### src/ru_pkg.sv
// boot table is fixed at four writes (2-bit step) and targets the update block's param codes
`default_nettype none

package ru_pkg;

	// ========================================
	// control codes on user_ctrl
	// ========================================
	typedef enum logic [2:0] {
		ctrl_nop      = 3'b000, // idle, required between strobes
		ctrl_read     = 3'b001, // read strobe on rise from nop
		ctrl_write    = 3'b010, // write strobe on rise from nop
		ctrl_reset    = 3'b100, // held level
		ctrl_abort    = 3'b101, // only meaningful during boot window
		ctrl_reconfig = 3'b111  // held level
	} ru_ctrl_t;

	typedef logic [2:0]  ru_param_t; // param select
	typedef logic [31:0] ru_word_t;  // data word to/from block

	// boot sequencer states
	typedef enum logic [2:0] {
		st_init       = 3'd0, // abort window, block held in reset
		st_load       = 3'd1,
		st_strobe_hi  = 3'd2, // selects write code
		st_strobe_lo  = 3'd3,
		st_busy_wait  = 3'd4, // until busy_fall
		st_done_check = 3'd5,
		st_reconfig   = 3'd6, // absorbing
		st_user       = 3'd7  // absorbing
	} ru_state_t;

	typedef logic [1:0] ru_step_t;

	// ========================================
	// boot table, indexed by step
	// ========================================
	localparam int RU_BOOT_STEPS = 4;

	localparam ru_param_t RU_BOOT_PARAM [RU_BOOT_STEPS] = '{
		3'd5, // config mode
		3'd4, // boot page address
		3'd2, // watchdog timeout
		3'd3  // watchdog enable
	};

	localparam ru_word_t RU_BOOT_DATA [RU_BOOT_STEPS] = '{
		32'h0000_0001, // application mode
		32'h0200_0000, // image base in flash
		32'h0000_1FFF,
		32'h0000_0001
	};

endpackage

`default_nettype wire

### src/ru_boot_timer.sv
// window counter needs clog2(BOOT_WAIT_CYCLES+1) bits; kick period is 2^KICK_BITS cycles
`timescale 1ns/10ps
`default_nettype none

module ru_boot_timer #(
	parameter int BOOT_WAIT_CYCLES = 125_000_000,
	parameter int KICK_BITS        = 8
) (
	input  wire logic clock_rd2,
	input  wire logic arst_n,
	input  wire logic in_init,     // from fsm, high only in init
	output logic      window_done,
	output logic      kick         // watchdog reset_timer
);

	localparam int CNT_W = $clog2(BOOT_WAIT_CYCLES + 1);

	logic [CNT_W-1:0]     win_cnt;
	logic [KICK_BITS-1:0] kick_cnt;

	// ========================================
	// abort window
	// ========================================
	assign window_done = (win_cnt == CNT_W'(BOOT_WAIT_CYCLES)); // saturated

	always_ff @(posedge clock_rd2 or negedge arst_n) begin
		if (!arst_n) begin
			win_cnt <= '0;
		end else if (in_init && !window_done) begin
			win_cnt <= win_cnt + 1'b1;
		end
	end

	// free running, top bit is the kick
	always_ff @(posedge clock_rd2 or negedge arst_n) begin
		if (!arst_n) begin
			kick_cnt <= '0;
		end else begin
			kick_cnt <= kick_cnt + 1'b1;
		end
	end

	assign kick = kick_cnt[KICK_BITS-1];

	// window must not reopen while fsm still sits in init
	a_window_held: assert property (@(posedge clock_rd2) disable iff (!arst_n)
		(window_done && in_init) |=> window_done);

endmodule

`default_nettype wire

### src/ru_boot_fsm.sv
// user_ctrl is sampled asynchronously through two flops; only the abort code is acted on here
`timescale 1ns/10ps
`default_nettype none

module ru_boot_fsm (
	input  wire logic              clock_rd2,
	input  wire logic              arst_n,
	input  wire ru_pkg::ru_ctrl_t  user_ctrl,
	input  wire logic              window_done, // from timer
	input  wire logic              busy_fall,   // registered, from readback
	output ru_pkg::ru_state_t      state,
	output ru_pkg::ru_step_t       step,
	output logic                   in_init
);

	import ru_pkg::*;

	ru_ctrl_t  ctrl_s1, ctrl_s2; // abort sync
	ru_state_t state_nxt;
	logic      last_step;

	always_ff @(posedge clock_rd2 or negedge arst_n) begin
		if (!arst_n) begin
			ctrl_s1 <= ctrl_nop;
			ctrl_s2 <= ctrl_nop;
		end else begin
			ctrl_s1 <= user_ctrl;
			ctrl_s2 <= ctrl_s1;
		end
	end

	assign last_step = (step == ru_step_t'(RU_BOOT_STEPS - 1));
	assign in_init   = (state == st_init);

	// ========================================
	// next state
	// ========================================
	always_comb begin
		state_nxt = state;
		case (state)
			st_init: begin
				if (ctrl_s2 == ctrl_abort) begin
					state_nxt = st_user; // abort wins over window end
				end else if (window_done) begin
					state_nxt = st_load;
				end
			end
			st_load:       state_nxt = st_strobe_hi;
			st_strobe_hi:  state_nxt = st_strobe_lo;
			st_strobe_lo:  state_nxt = st_busy_wait;
			st_busy_wait: begin
				// strobe may not have reached busy yet, so only an actual fall counts
				if (busy_fall) begin
					state_nxt = st_done_check;
				end
			end
			st_done_check: state_nxt = last_step ? st_reconfig : st_load;
			st_reconfig:   state_nxt = st_reconfig;
			st_user:       state_nxt = st_user;
			default:       state_nxt = st_init;
		endcase
	end

	always_ff @(posedge clock_rd2 or negedge arst_n) begin
		if (!arst_n) begin
			state <= st_init;
			step  <= '0;
		end else begin
			state <= state_nxt;
			if (state == st_done_check && !last_step) begin
				step <= step + 1'b1; // next table entry
			end
		end
	end

	// once reconfig or user is reached nothing leaves it
	a_absorbing: assert property (@(posedge clock_rd2) disable iff (!arst_n)
		(state inside {st_reconfig, st_user}) |=> (state == $past(state)));

endmodule

`default_nettype wire

### src/ru_cmd_path.sv
// read/write strobe only on a step from nop, so the user must return to nop between commands
`timescale 1ns/10ps
`default_nettype none

module ru_cmd_path (
	input  wire logic               clock_rd2,
	input  wire logic               arst_n,
	input  wire ru_pkg::ru_state_t  state,
	input  wire ru_pkg::ru_step_t   step,
	input  wire ru_pkg::ru_ctrl_t   user_ctrl,
	input  wire ru_pkg::ru_param_t  user_param,
	input  wire ru_pkg::ru_word_t   user_data,
	output logic                    ip_reset,
	output logic                    ip_read_param,
	output logic                    ip_write_param,
	output logic                    ip_reconfig,
	output ru_pkg::ru_param_t       ip_param,
	output ru_pkg::ru_word_t        ip_data_in
);

	import ru_pkg::*;

	ru_ctrl_t  auto_ctrl, sel_ctrl;
	ru_param_t sel_param;
	ru_word_t  sel_data;
	ru_ctrl_t  ctrl_q, ctrl_last;

	// ========================================
	// auto vs user select
	// ========================================
	always_comb begin
		case (state)
			st_init:      auto_ctrl = ctrl_reset;
			st_strobe_hi: auto_ctrl = ctrl_write;
			st_reconfig:  auto_ctrl = ctrl_reconfig;
			default:      auto_ctrl = ctrl_nop;
		endcase
	end

	assign sel_ctrl  = (state == st_user) ? user_ctrl  : auto_ctrl;
	assign sel_param = (state == st_user) ? user_param : RU_BOOT_PARAM[step];
	assign sel_data  = (state == st_user) ? user_data  : RU_BOOT_DATA[step];

	// payload, no reset
	always_ff @(posedge clock_rd2) begin
		ip_param   <= sel_param;
		ip_data_in <= sel_data;
	end

	always_ff @(posedge clock_rd2 or negedge arst_n) begin
		if (!arst_n) begin
			ctrl_q    <= ctrl_nop;
			ctrl_last <= ctrl_nop;
		end else begin
			ctrl_q    <= sel_ctrl;
			ctrl_last <= ctrl_q; // previous code, for edge detect
		end
	end

	// ========================================
	// decode, one cycle behind ctrl_q
	// ========================================
	always_ff @(posedge clock_rd2 or negedge arst_n) begin
		if (!arst_n) begin
			ip_reset       <= 1'b0;
			ip_read_param  <= 1'b0;
			ip_write_param <= 1'b0;
			ip_reconfig    <= 1'b0;
		end else begin
			ip_reset       <= (ctrl_q == ctrl_reset);    // level
			ip_reconfig    <= (ctrl_q == ctrl_reconfig); // level
			ip_read_param  <= (ctrl_q == ctrl_read)  && (ctrl_last == ctrl_nop);
			ip_write_param <= (ctrl_q == ctrl_write) && (ctrl_last == ctrl_nop);
		end
	end

	// block expects single cycle strobes
	a_rd_single: assert property (@(posedge clock_rd2) disable iff (!arst_n)
		ip_read_param |=> !ip_read_param);
	a_wr_single: assert property (@(posedge clock_rd2) disable iff (!arst_n)
		ip_write_param |=> !ip_write_param);

endmodule

`default_nettype wire

### src/ru_readback.sv
// assumes ip_data_out is stable from busy falling until the next operation starts
`timescale 1ns/10ps
`default_nettype none

module ru_readback (
	input  wire logic              clock_rd2,
	input  wire logic              arst_n,
	input  wire logic              ip_busy,
	input  wire ru_pkg::ru_word_t  ip_data_out,
	output logic                   busy_fall,  // one cycle pulse
	output ru_pkg::ru_word_t       read_data
);

	logic [2:0] busy_sr; // [1:0] sync, [2] previous synced sample
	logic       fall_det;

	always_ff @(posedge clock_rd2 or negedge arst_n) begin
		if (!arst_n) begin
			busy_sr <= 3'b000;
		end else begin
			busy_sr <= {busy_sr[1:0], ip_busy};
		end
	end

	assign fall_det = busy_sr[2] & ~busy_sr[1]; // synced 1 -> 0

	// ========================================
	// edge pulse and capture
	// ========================================
	always_ff @(posedge clock_rd2 or negedge arst_n) begin
		if (!arst_n) begin
			busy_fall <= 1'b0;
			read_data <= '0;
		end else begin
			busy_fall <= fall_det;
			if (fall_det) begin
				read_data <= ip_data_out; // holds until next fall
			end
		end
	end

endmodule

`default_nettype wire

### src/ru_update_top.sv
// clock_rd2 must meet the update block's clock limit; BOOT_WAIT_CYCLES is in clock_rd2 cycles
`timescale 1ns/10ps
`default_nettype none

module ru_update_top #(
	parameter int BOOT_WAIT_CYCLES = 125_000_000, // abort window
	parameter int KICK_BITS        = 8
) (
	input  wire logic               clock_rd2,
	input  wire logic               arst_n,
	// user side
	input  wire ru_pkg::ru_ctrl_t   user_ctrl,
	input  wire ru_pkg::ru_param_t  user_param,
	input  wire ru_pkg::ru_word_t   user_data,
	output ru_pkg::ru_word_t        read_data,
	// update block side
	output logic                    ip_reset,
	output logic                    ip_read_param,
	output logic                    ip_write_param,
	output logic                    ip_reconfig,
	output ru_pkg::ru_param_t       ip_param,
	output ru_pkg::ru_word_t        ip_data_in,
	output logic                    ip_reset_timer,
	input  wire logic               ip_busy,
	input  wire ru_pkg::ru_word_t   ip_data_out
);

	import ru_pkg::*;

	logic      window_done;
	logic      in_init;
	logic      busy_fall;
	ru_state_t state;
	ru_step_t  step;

	// ========================================
	// sequencing
	// ========================================
	ru_boot_timer #(
		.BOOT_WAIT_CYCLES (BOOT_WAIT_CYCLES),
		.KICK_BITS        (KICK_BITS)
	) timer_i (
		.clock_rd2   (clock_rd2),
		.arst_n      (arst_n),
		.in_init     (in_init),
		.window_done (window_done),
		.kick        (ip_reset_timer) // watchdog kick straight out
	);

	ru_boot_fsm fsm_i (
		.clock_rd2   (clock_rd2),
		.arst_n      (arst_n),
		.user_ctrl   (user_ctrl),
		.window_done (window_done),
		.busy_fall   (busy_fall),
		.state       (state),
		.step        (step),
		.in_init     (in_init)
	);

	// ========================================
	// block interface
	// ========================================
	ru_cmd_path cmd_i (
		.clock_rd2      (clock_rd2),
		.arst_n         (arst_n),
		.state          (state),
		.step           (step),
		.user_ctrl      (user_ctrl),
		.user_param     (user_param),
		.user_data      (user_data),
		.ip_reset       (ip_reset),
		.ip_read_param  (ip_read_param),
		.ip_write_param (ip_write_param),
		.ip_reconfig    (ip_reconfig),
		.ip_param       (ip_param),
		.ip_data_in     (ip_data_in)
	);

	ru_readback rdbk_i (
		.clock_rd2   (clock_rd2),
		.arst_n      (arst_n),
		.ip_busy     (ip_busy),
		.ip_data_out (ip_data_out),
		.busy_fall   (busy_fall),
		.read_data   (read_data)
	);

endmodule

`default_nettype wire

### config.mk
export PLATFORM = sky130hd
export DESIGN_NAME = ru_update_top
export DESIGN_NICKNAME = d
export VERILOG_FILES = /design/src/ru_pkg.sv /design/src/ru_boot_timer.sv /design/src/ru_boot_fsm.sv /design/src/ru_cmd_path.sv /design/src/ru_readback.sv /design/src/ru_update_top.sv
export SDC_FILE = /design/constraint.sdc
export NUM_CORES = 1
export LEC_CHECK = 0
export ABC_AREA = 0
export BUFFER_PORTS_ARGS = -buffer_cell sky130_fd_sc_hd__buf_2
export CORE_ASPECT_RATIO = 1.1
export CORE_MARGIN = 3
export CORE_UTILIZATION = 46
export CTS_CLUSTER_DIAMETER = 200
export DETAILED_ROUTE_END_ITERATION = 16
export PLACE_DENSITY = 0.76
export SKIP_LAST_GASP = 1
export SYNTH_ARGS = -nofsm -noshare
export SYNTH_HDL_FRONTEND = slang
export SYNTH_SLANG_ARGS = --single-unit
### constraint.sdc
create_clock -name clock_rd2 -period 1.75 [get_ports clock_rd2]
set_input_delay 0.4375 -clock clock_rd2 [delete_from_list [all_inputs] [get_ports clock_rd2]]
set_output_delay 0.4375 -clock clock_rd2 [all_outputs]
set_load 0.01 [all_outputs]
* Word level (Yosys, flattened, before mapping) *
Index checks and enable logic that the tools add are counted.
W data, S select, Z words.

cells by class
  $add $sub $neg = 3
  order comparisons = 1
  eq/ne operators = 16
  multiplexer cells = 15
  bitwise logic cells = 3
  reductions and logical operators = 9

operators by type and width
  operator                 number
  $mux W32                 3
  $bmux W32 S2             1
  $add A27 B1 Y27 const B  1
  $eq A27 B27 Y1 const B   1
  $mux W3                  8
  $pmux W3 S8              1
  $eq A3 B3 Y1 const B     7
  $eq A3 B2 Y1 const B     3
  $pmux W3 S3              1
  $add A8 B1 Y8 const B    1
  $bmux W3 S2              1
  $eq A3 B1 Y1 const B     2
  $logic_not A3 Y1         2
  $logic_and A1 B1 Y1      4
  $ge A3 B3 Y1 const B     1
  $ne A3 B2 Y1 const B     1
  $not A2 Y3               1
  $add A2 B1 Y2 const B    1
  $eq A2 B2 Y1 const B     1
  $logic_not A1 Y1         2
  $ne A2 B1 Y1 const B     1
  $reduce_and A2 Y1        1
  $and A1 B1 Y1            1
  $not A1 Y1               1

word-level totals
  flip-flop bits (word level) = 127
  bits of input ports = 73
  word-level logic and storage cells = 64

* Depth between registers and ports, before layout *
  depth after elaboration = 5
  depth in mapped cells = 8

* Cells and area by module *
A second synthesis with hierarchy kept.

second synthesis, totals
  cell total of the unflattened synthesis = 350
  area total of the unflattened synthesis = 4,967.3 sq um

modules (own cells, without submodules)
  module         instances  cells an instance  area an instance (sq um)
  ru_boot_timer  1          140                1,597.8
  ru_cmd_path    1          105                1,481.4
  ru_readback    1          73                 1,455.1
  ru_boot_fsm    1          32                 432.9

* Least setup slack after synthesis *
Ideal clock, no wire load.

  path type = flip-flop to flip-flop
  start point = register timer_i.win_cnt[13]
  end point = register fsm_i.state[0]
  arrival time = 1,640 ps
  required time = 1,654 ps
  path slack = 14 ps
  cell stages (with the launch flop) = 6
  path buffers = 1
  period minus slack after synthesis = 1,736 ps
  path through = dfrtp_1 or4_1 nor4_2 a31oi_1 buf_6 a221oi_4

between the ends
  cells in the longest elaborated chain, start to end = 3

ends and longest elaborated chain
  element                      line                 source
  start, declared              ru_boot_timer.sv:18  logic [CNT_W-1:0] win_cnt;
  start signal, assigned       ru_boot_timer.sv:30  win_cnt <= win_cnt + 1'b1;
  $eq A27 B27 Y1               ru_boot_timer.sv:24  assign window_done = (win_cnt == CNT_W'(BOOT_WAIT_CYCLES));
  $ne A3 B2 Y1 (no line)       --
  $reduce_and A2 Y1 (no line)  --
  end signal, assigned         ru_boot_fsm.sv:66    state <= st_init;
  end signal, assigned         ru_boot_fsm.sv:69    state <= state_nxt;
  end, declared                ru_boot_fsm.sv:11    output ru_pkg::ru_state_t state,

No other way between the ends.
A chain may end at the register's enable or synchronous reset.

* Worst setup path in the final report *
  start point = register timer_i.win_cnt[10]
  end point = register timer_i.win_cnt[9]

between the ends
  cells in the longest elaborated chain, start to end = 3

ends and longest elaborated chain
  element              line                 source
  $eq A27 B27 Y1       ru_boot_timer.sv:24
  $logic_not A1 Y1     ru_boot_timer.sv:29  end else if (in_init && !window_done) begin
  $logic_and A1 B1 Y1  ru_boot_timer.sv:29

No other way between the ends.

==> impl_metrics.env <==
export IMPL_grt_pass1_wl_um=16100
export IMPL_ys_seq_area_share_pct=63.9
export IMPL_async_reset_ff_share_pct=72.4
export IMPL_die_area_um2=11500
export IMPL_maximum_number_of_pins_on_one_net_before_global_route_repair=36
export IMPL_critPathArrivalTime_ns=2.24
export IMPL_cts_max_path_buffers=2
export IMPL_clock_skew_final_ns=0.00724
export IMPL_core_region_area_um2=9940
export IMPL_grt_ovfl_total=0
export IMPL_synthesis_area_per_instance_um2=12.9
export IMPL_synth_edf_count=0
export IMPL_core_rowCount=38
export IMPL_worst_path_buf_inv=1
export IMPL_synthDistinctLibCells=40
export IMPL_max_cap_violations=0
export IMPL_report_final_hold_viol_count=0
export IMPL_htreeDepth=4
export IMPL_die_width_um=102
export IMPL_power_density_cell_area_nw_per_um2=1520
export IMPL_required_ns=2.19
export IMPL_p_leak_nw=3.21
export IMPL_met2_length_um=4840
export IMPL_cts_tree="done"
export IMPL_post_drt_via_cell_ratio=5.00
export IMPL_synth_seq_cells=127
export IMPL_timing_final_setup_violations=7
export IMPL_post_dp_hpwl_um=7140
export IMPL_ios=145
export IMPL_yosysWarnings=0
export IMPL_tritoncts_num_buffers=17
export IMPL_synth_net_count=443
export IMPL_routedLengthMet1_um=3930
export IMPL_number_of_i_o_port_buffers=144
export IMPL_fin_util_pct=64.9
export IMPL_clkSinkCount=127
export IMPL_layout_commonest_cell="sky130_fd_sc_hd__buf_2"
export IMPL_fin_area_um2=6450
export IMPL_dieHeight_um=112
export IMPL_nets=617
export IMPL_post_synth_inst_count=363
export IMPL_rsz_0062_raised_after_global_routing="true"
export IMPL_max_slew_margin_pct=67.2
export IMPL_routedWlPerCell_um=14.5
export IMPL_critical_path_slowest_cell="sky130_fd_sc_hd__or4bb_1"
export IMPL_cts_root_buffer_cell="sky130_fd_sc_hd__clkbuf_8"
export IMPL_detailroute_via_count=3348
export IMPL_detail_route_wirelength_um=9750
export IMPL_drive_gt1_share_pct=44.7
export IMPL_ant_nets=0
export IMPL_finalWorstPathRequiredPeriod_ns=1.81
export IMPL_placed_area_um2=5720
export IMPL_clk_transition_reported_paths_ns=0.06
export IMPL_worst_stage_delay_on_the_critical_path_ns=0.51
export IMPL_layout_common_cells="sky130_fd_sc_hd__buf_2 (143), sky130_fd_sc_hd__dfrtp_1 (91), sky130_fd_sc_hd__dfxtp_1 (35), sky130_fd_sc_hd__mux2_2 (32)"
export IMPL_critPathMaxFanout=7
export IMPL_drtIter0Drc=135
export IMPL_drt_drc_violations_left=0
export IMPL_run_status="complete, but fails checks"
export IMPL_netlist_area_um2=4700
export IMPL_met3RoutedLength_um=797
export IMPL_flow_area_growth_from_synthesis_pct=37.2
export IMPL_violations="negative setup slack"
export IMPL_maxSlewViolCount=0
export IMPL_tightest_slew_ns=0.489
export IMPL_worst_hold_path_type="in -> reg"
export IMPL_path_cells="or4bb_1 -> nor4_2 -> a31oi_1 -> buf_4 -> nand4_1 -> xnor2_1"
export IMPL_min_period_over_period_pct=103
export IMPL_firstDrtPassIters=4
export IMPL_grt_pass1_vias=3558
export IMPL_tns_ns=-0.184
export IMPL_pre_cts_slack_ns=-0.0729
export IMPL_crit_family="simple AND/OR/NAND/NOR gates"
export IMPL_gp_congestion=0.835
export IMPL_grt_antenna_before_repair=0
export IMPL_vdd_ir_drop_max_mv=1.39
export IMPL_top_layer="met4"
export IMPL_fmax_ghz=0.553
export IMPL_post_route_worst_setup_slack_ns=-0.0573
export IMPL_all_layer_global_routing_usage_pct=18.3
export IMPL_critical_path_class="reg -> reg"
export IMPL_clock_latency_ns=0.52
export IMPL_cp_end_kind="flip-flop"
export IMPL_ys_dominant_reg_cell="sky130_fd_sc_hd__dfrtp_1"
export IMPL_initial_core_util_pct=47.3
export IMPL_antenna_diode_count=0
export IMPL_worstSetupStartpointType="flip-flop"
## per-layer routing
metal,vias up,global-route usage (%)
met3,18,6.83
met5,-,0
met2,134,30.6
met1,1609,20.3
li1,1587,-
met4,0,8.49
## power by group
group          internal (mW)  leakage, nW  switching [mW]  total, mW
Clock                   2.39        0.296            1.26       3.65
Combinational           1.09         1.48            1.25       2.34
Sequential              3.55         1.44           0.247       3.80
## area by class of cell
cell class | instances | area (µm²)
clock buffer | 19 | 442
inverter | 12 | 45.0
clock inverter | 13 | 185
multi-input combinational | 211 | 1680
sequential | 127 | 3000
timing repair buffer | 168 | 943
tap | 120 | 150
fill | 739 | 3490
## registers in the layout, indices dropped and copies added (netlist names)
register	cells
cmd_i.ctrl_last	3
cmd_i.ip_write_param	1
rdbk_i.read_data	32
cmd_i.ip_param	3
fsm_i.ctrl_s1	3
cmd_i.ip_reset	1
timer_i.win_cnt	27
timer_i.kick_cnt	8
cmd_i.ip_reconfig	1
fsm_i.ctrl_s2	3
rdbk_i.busy_fall	1
cmd_i.ip_data_in	32
fsm_i.state	3
cmd_i.ip_read_param	1
fsm_i.step	2
rdbk_i.busy_sr	3
cmd_i.ctrl_q	3
## cells in the mapped netlist, types with 2 or more instances
cell                        n  share of area, %
sky130_fd_sc_hd__nor3_2     2              0.43
sky130_fd_sc_hd__nand2_1   18               1.4
sky130_fd_sc_hd__a211oi_1   2              0.32
sky130_fd_sc_hd__and3_1     5              0.67
sky130_fd_sc_hd__nand3_2    2              0.43
sky130_fd_sc_hd__nor3_1     5              0.53
sky130_fd_sc_hd__nor2b_1    2              0.27
sky130_fd_sc_hd__xor2_1     9               1.7
sky130_fd_sc_hd__xnor2_1   25               4.7
sky130_fd_sc_hd__nor2_1    13               1.0
sky130_fd_sc_hd__a31oi_1    2              0.27
sky130_fd_sc_hd__mux2_2    32               7.7
sky130_fd_sc_hd__and2_1    20               2.7
sky130_fd_sc_hd__ha_1       7               1.9
sky130_fd_sc_hd__a21o_1    12               1.9
sky130_fd_sc_hd__dfxtp_1   35                15
sky130_fd_sc_hd__a21oi_1    5              0.53
sky130_fd_sc_hd__inv_1     12              0.96
sky130_fd_sc_hd__dfrtp_1   92                49
sky130_fd_sc_hd__or4_1      2              0.32
sky130_fd_sc_hd__clkbuf_1  11              0.88
sky130_fd_sc_hd__nor3b_1    4              0.64
sky130_fd_sc_hd__and4_1     2              0.37
sky130_fd_sc_hd__nand4_1   10               1.3
sky130_fd_sc_hd__nand3_1   15               1.6
sky130_fd_sc_hd__o21ai_0    5              0.53
## cells by family (layout without fill, tap and decap cells)
group,Yosys count,count (layout),synth area share (%)
XOR/XNOR,34,34,6.34
flip-flops,127,127,63.9
AND/OR/NAND/NOR,109,109,13.6
AO/OA/AOI/OAI,29,29,4.45
buffers and inverters,25,212,2.16
multiplexers,32,32,7.67
adder cells (fa/ha/maj),7,7,1.86
## path summary, 6_finish.rpt
kind                                          start                  end  slack (ns)  cells past startpoint
min in group asynchronous                    arst_n  rdbk_i.read_data[4]        0.37                      2
worst max register to register  timer_i.win_cnt[10]   timer_i.win_cnt[9]       -0.06                      6
max in group asynchronous                    arst_n   cmd_i.ctrl_last[2]        0.88                      3
worst min-delay path                        ip_busy    rdbk_i.busy_sr[0]        0.03                      1
worst min register to register     fsm_i.ctrl_s1[2]     fsm_i.ctrl_s2[2]        0.35                      0
worst max-delay path            timer_i.win_cnt[10]   timer_i.win_cnt[9]       -0.06                      6
## what timing repair did
action / 4_1_cts / 5_1_grt
gates resized for setup: 7 / 6
endpoints found under the hold margin: 24 / 0
endpoints found under the setup margin: 11 / 12
pin swaps: 5 / 3
buffers inserted: 0 / 2
hold buffers: 1 / 0
## per-stage QoR
stage | instances | hold WS (ns) | total power [mW]
floorplan | 363 | 0.142 | 5.18
global placement | 635 | 0.337 | 6.09
detailed placement | 635 | 0.339 | 6.20
CTS | 668 | 0.00449 | 9.89
global route | 670 | 0.00490 | 10.4
finish | 670 | 0.0268 | 9.79
Note: power is estimated with default switching activity, not from simulation.
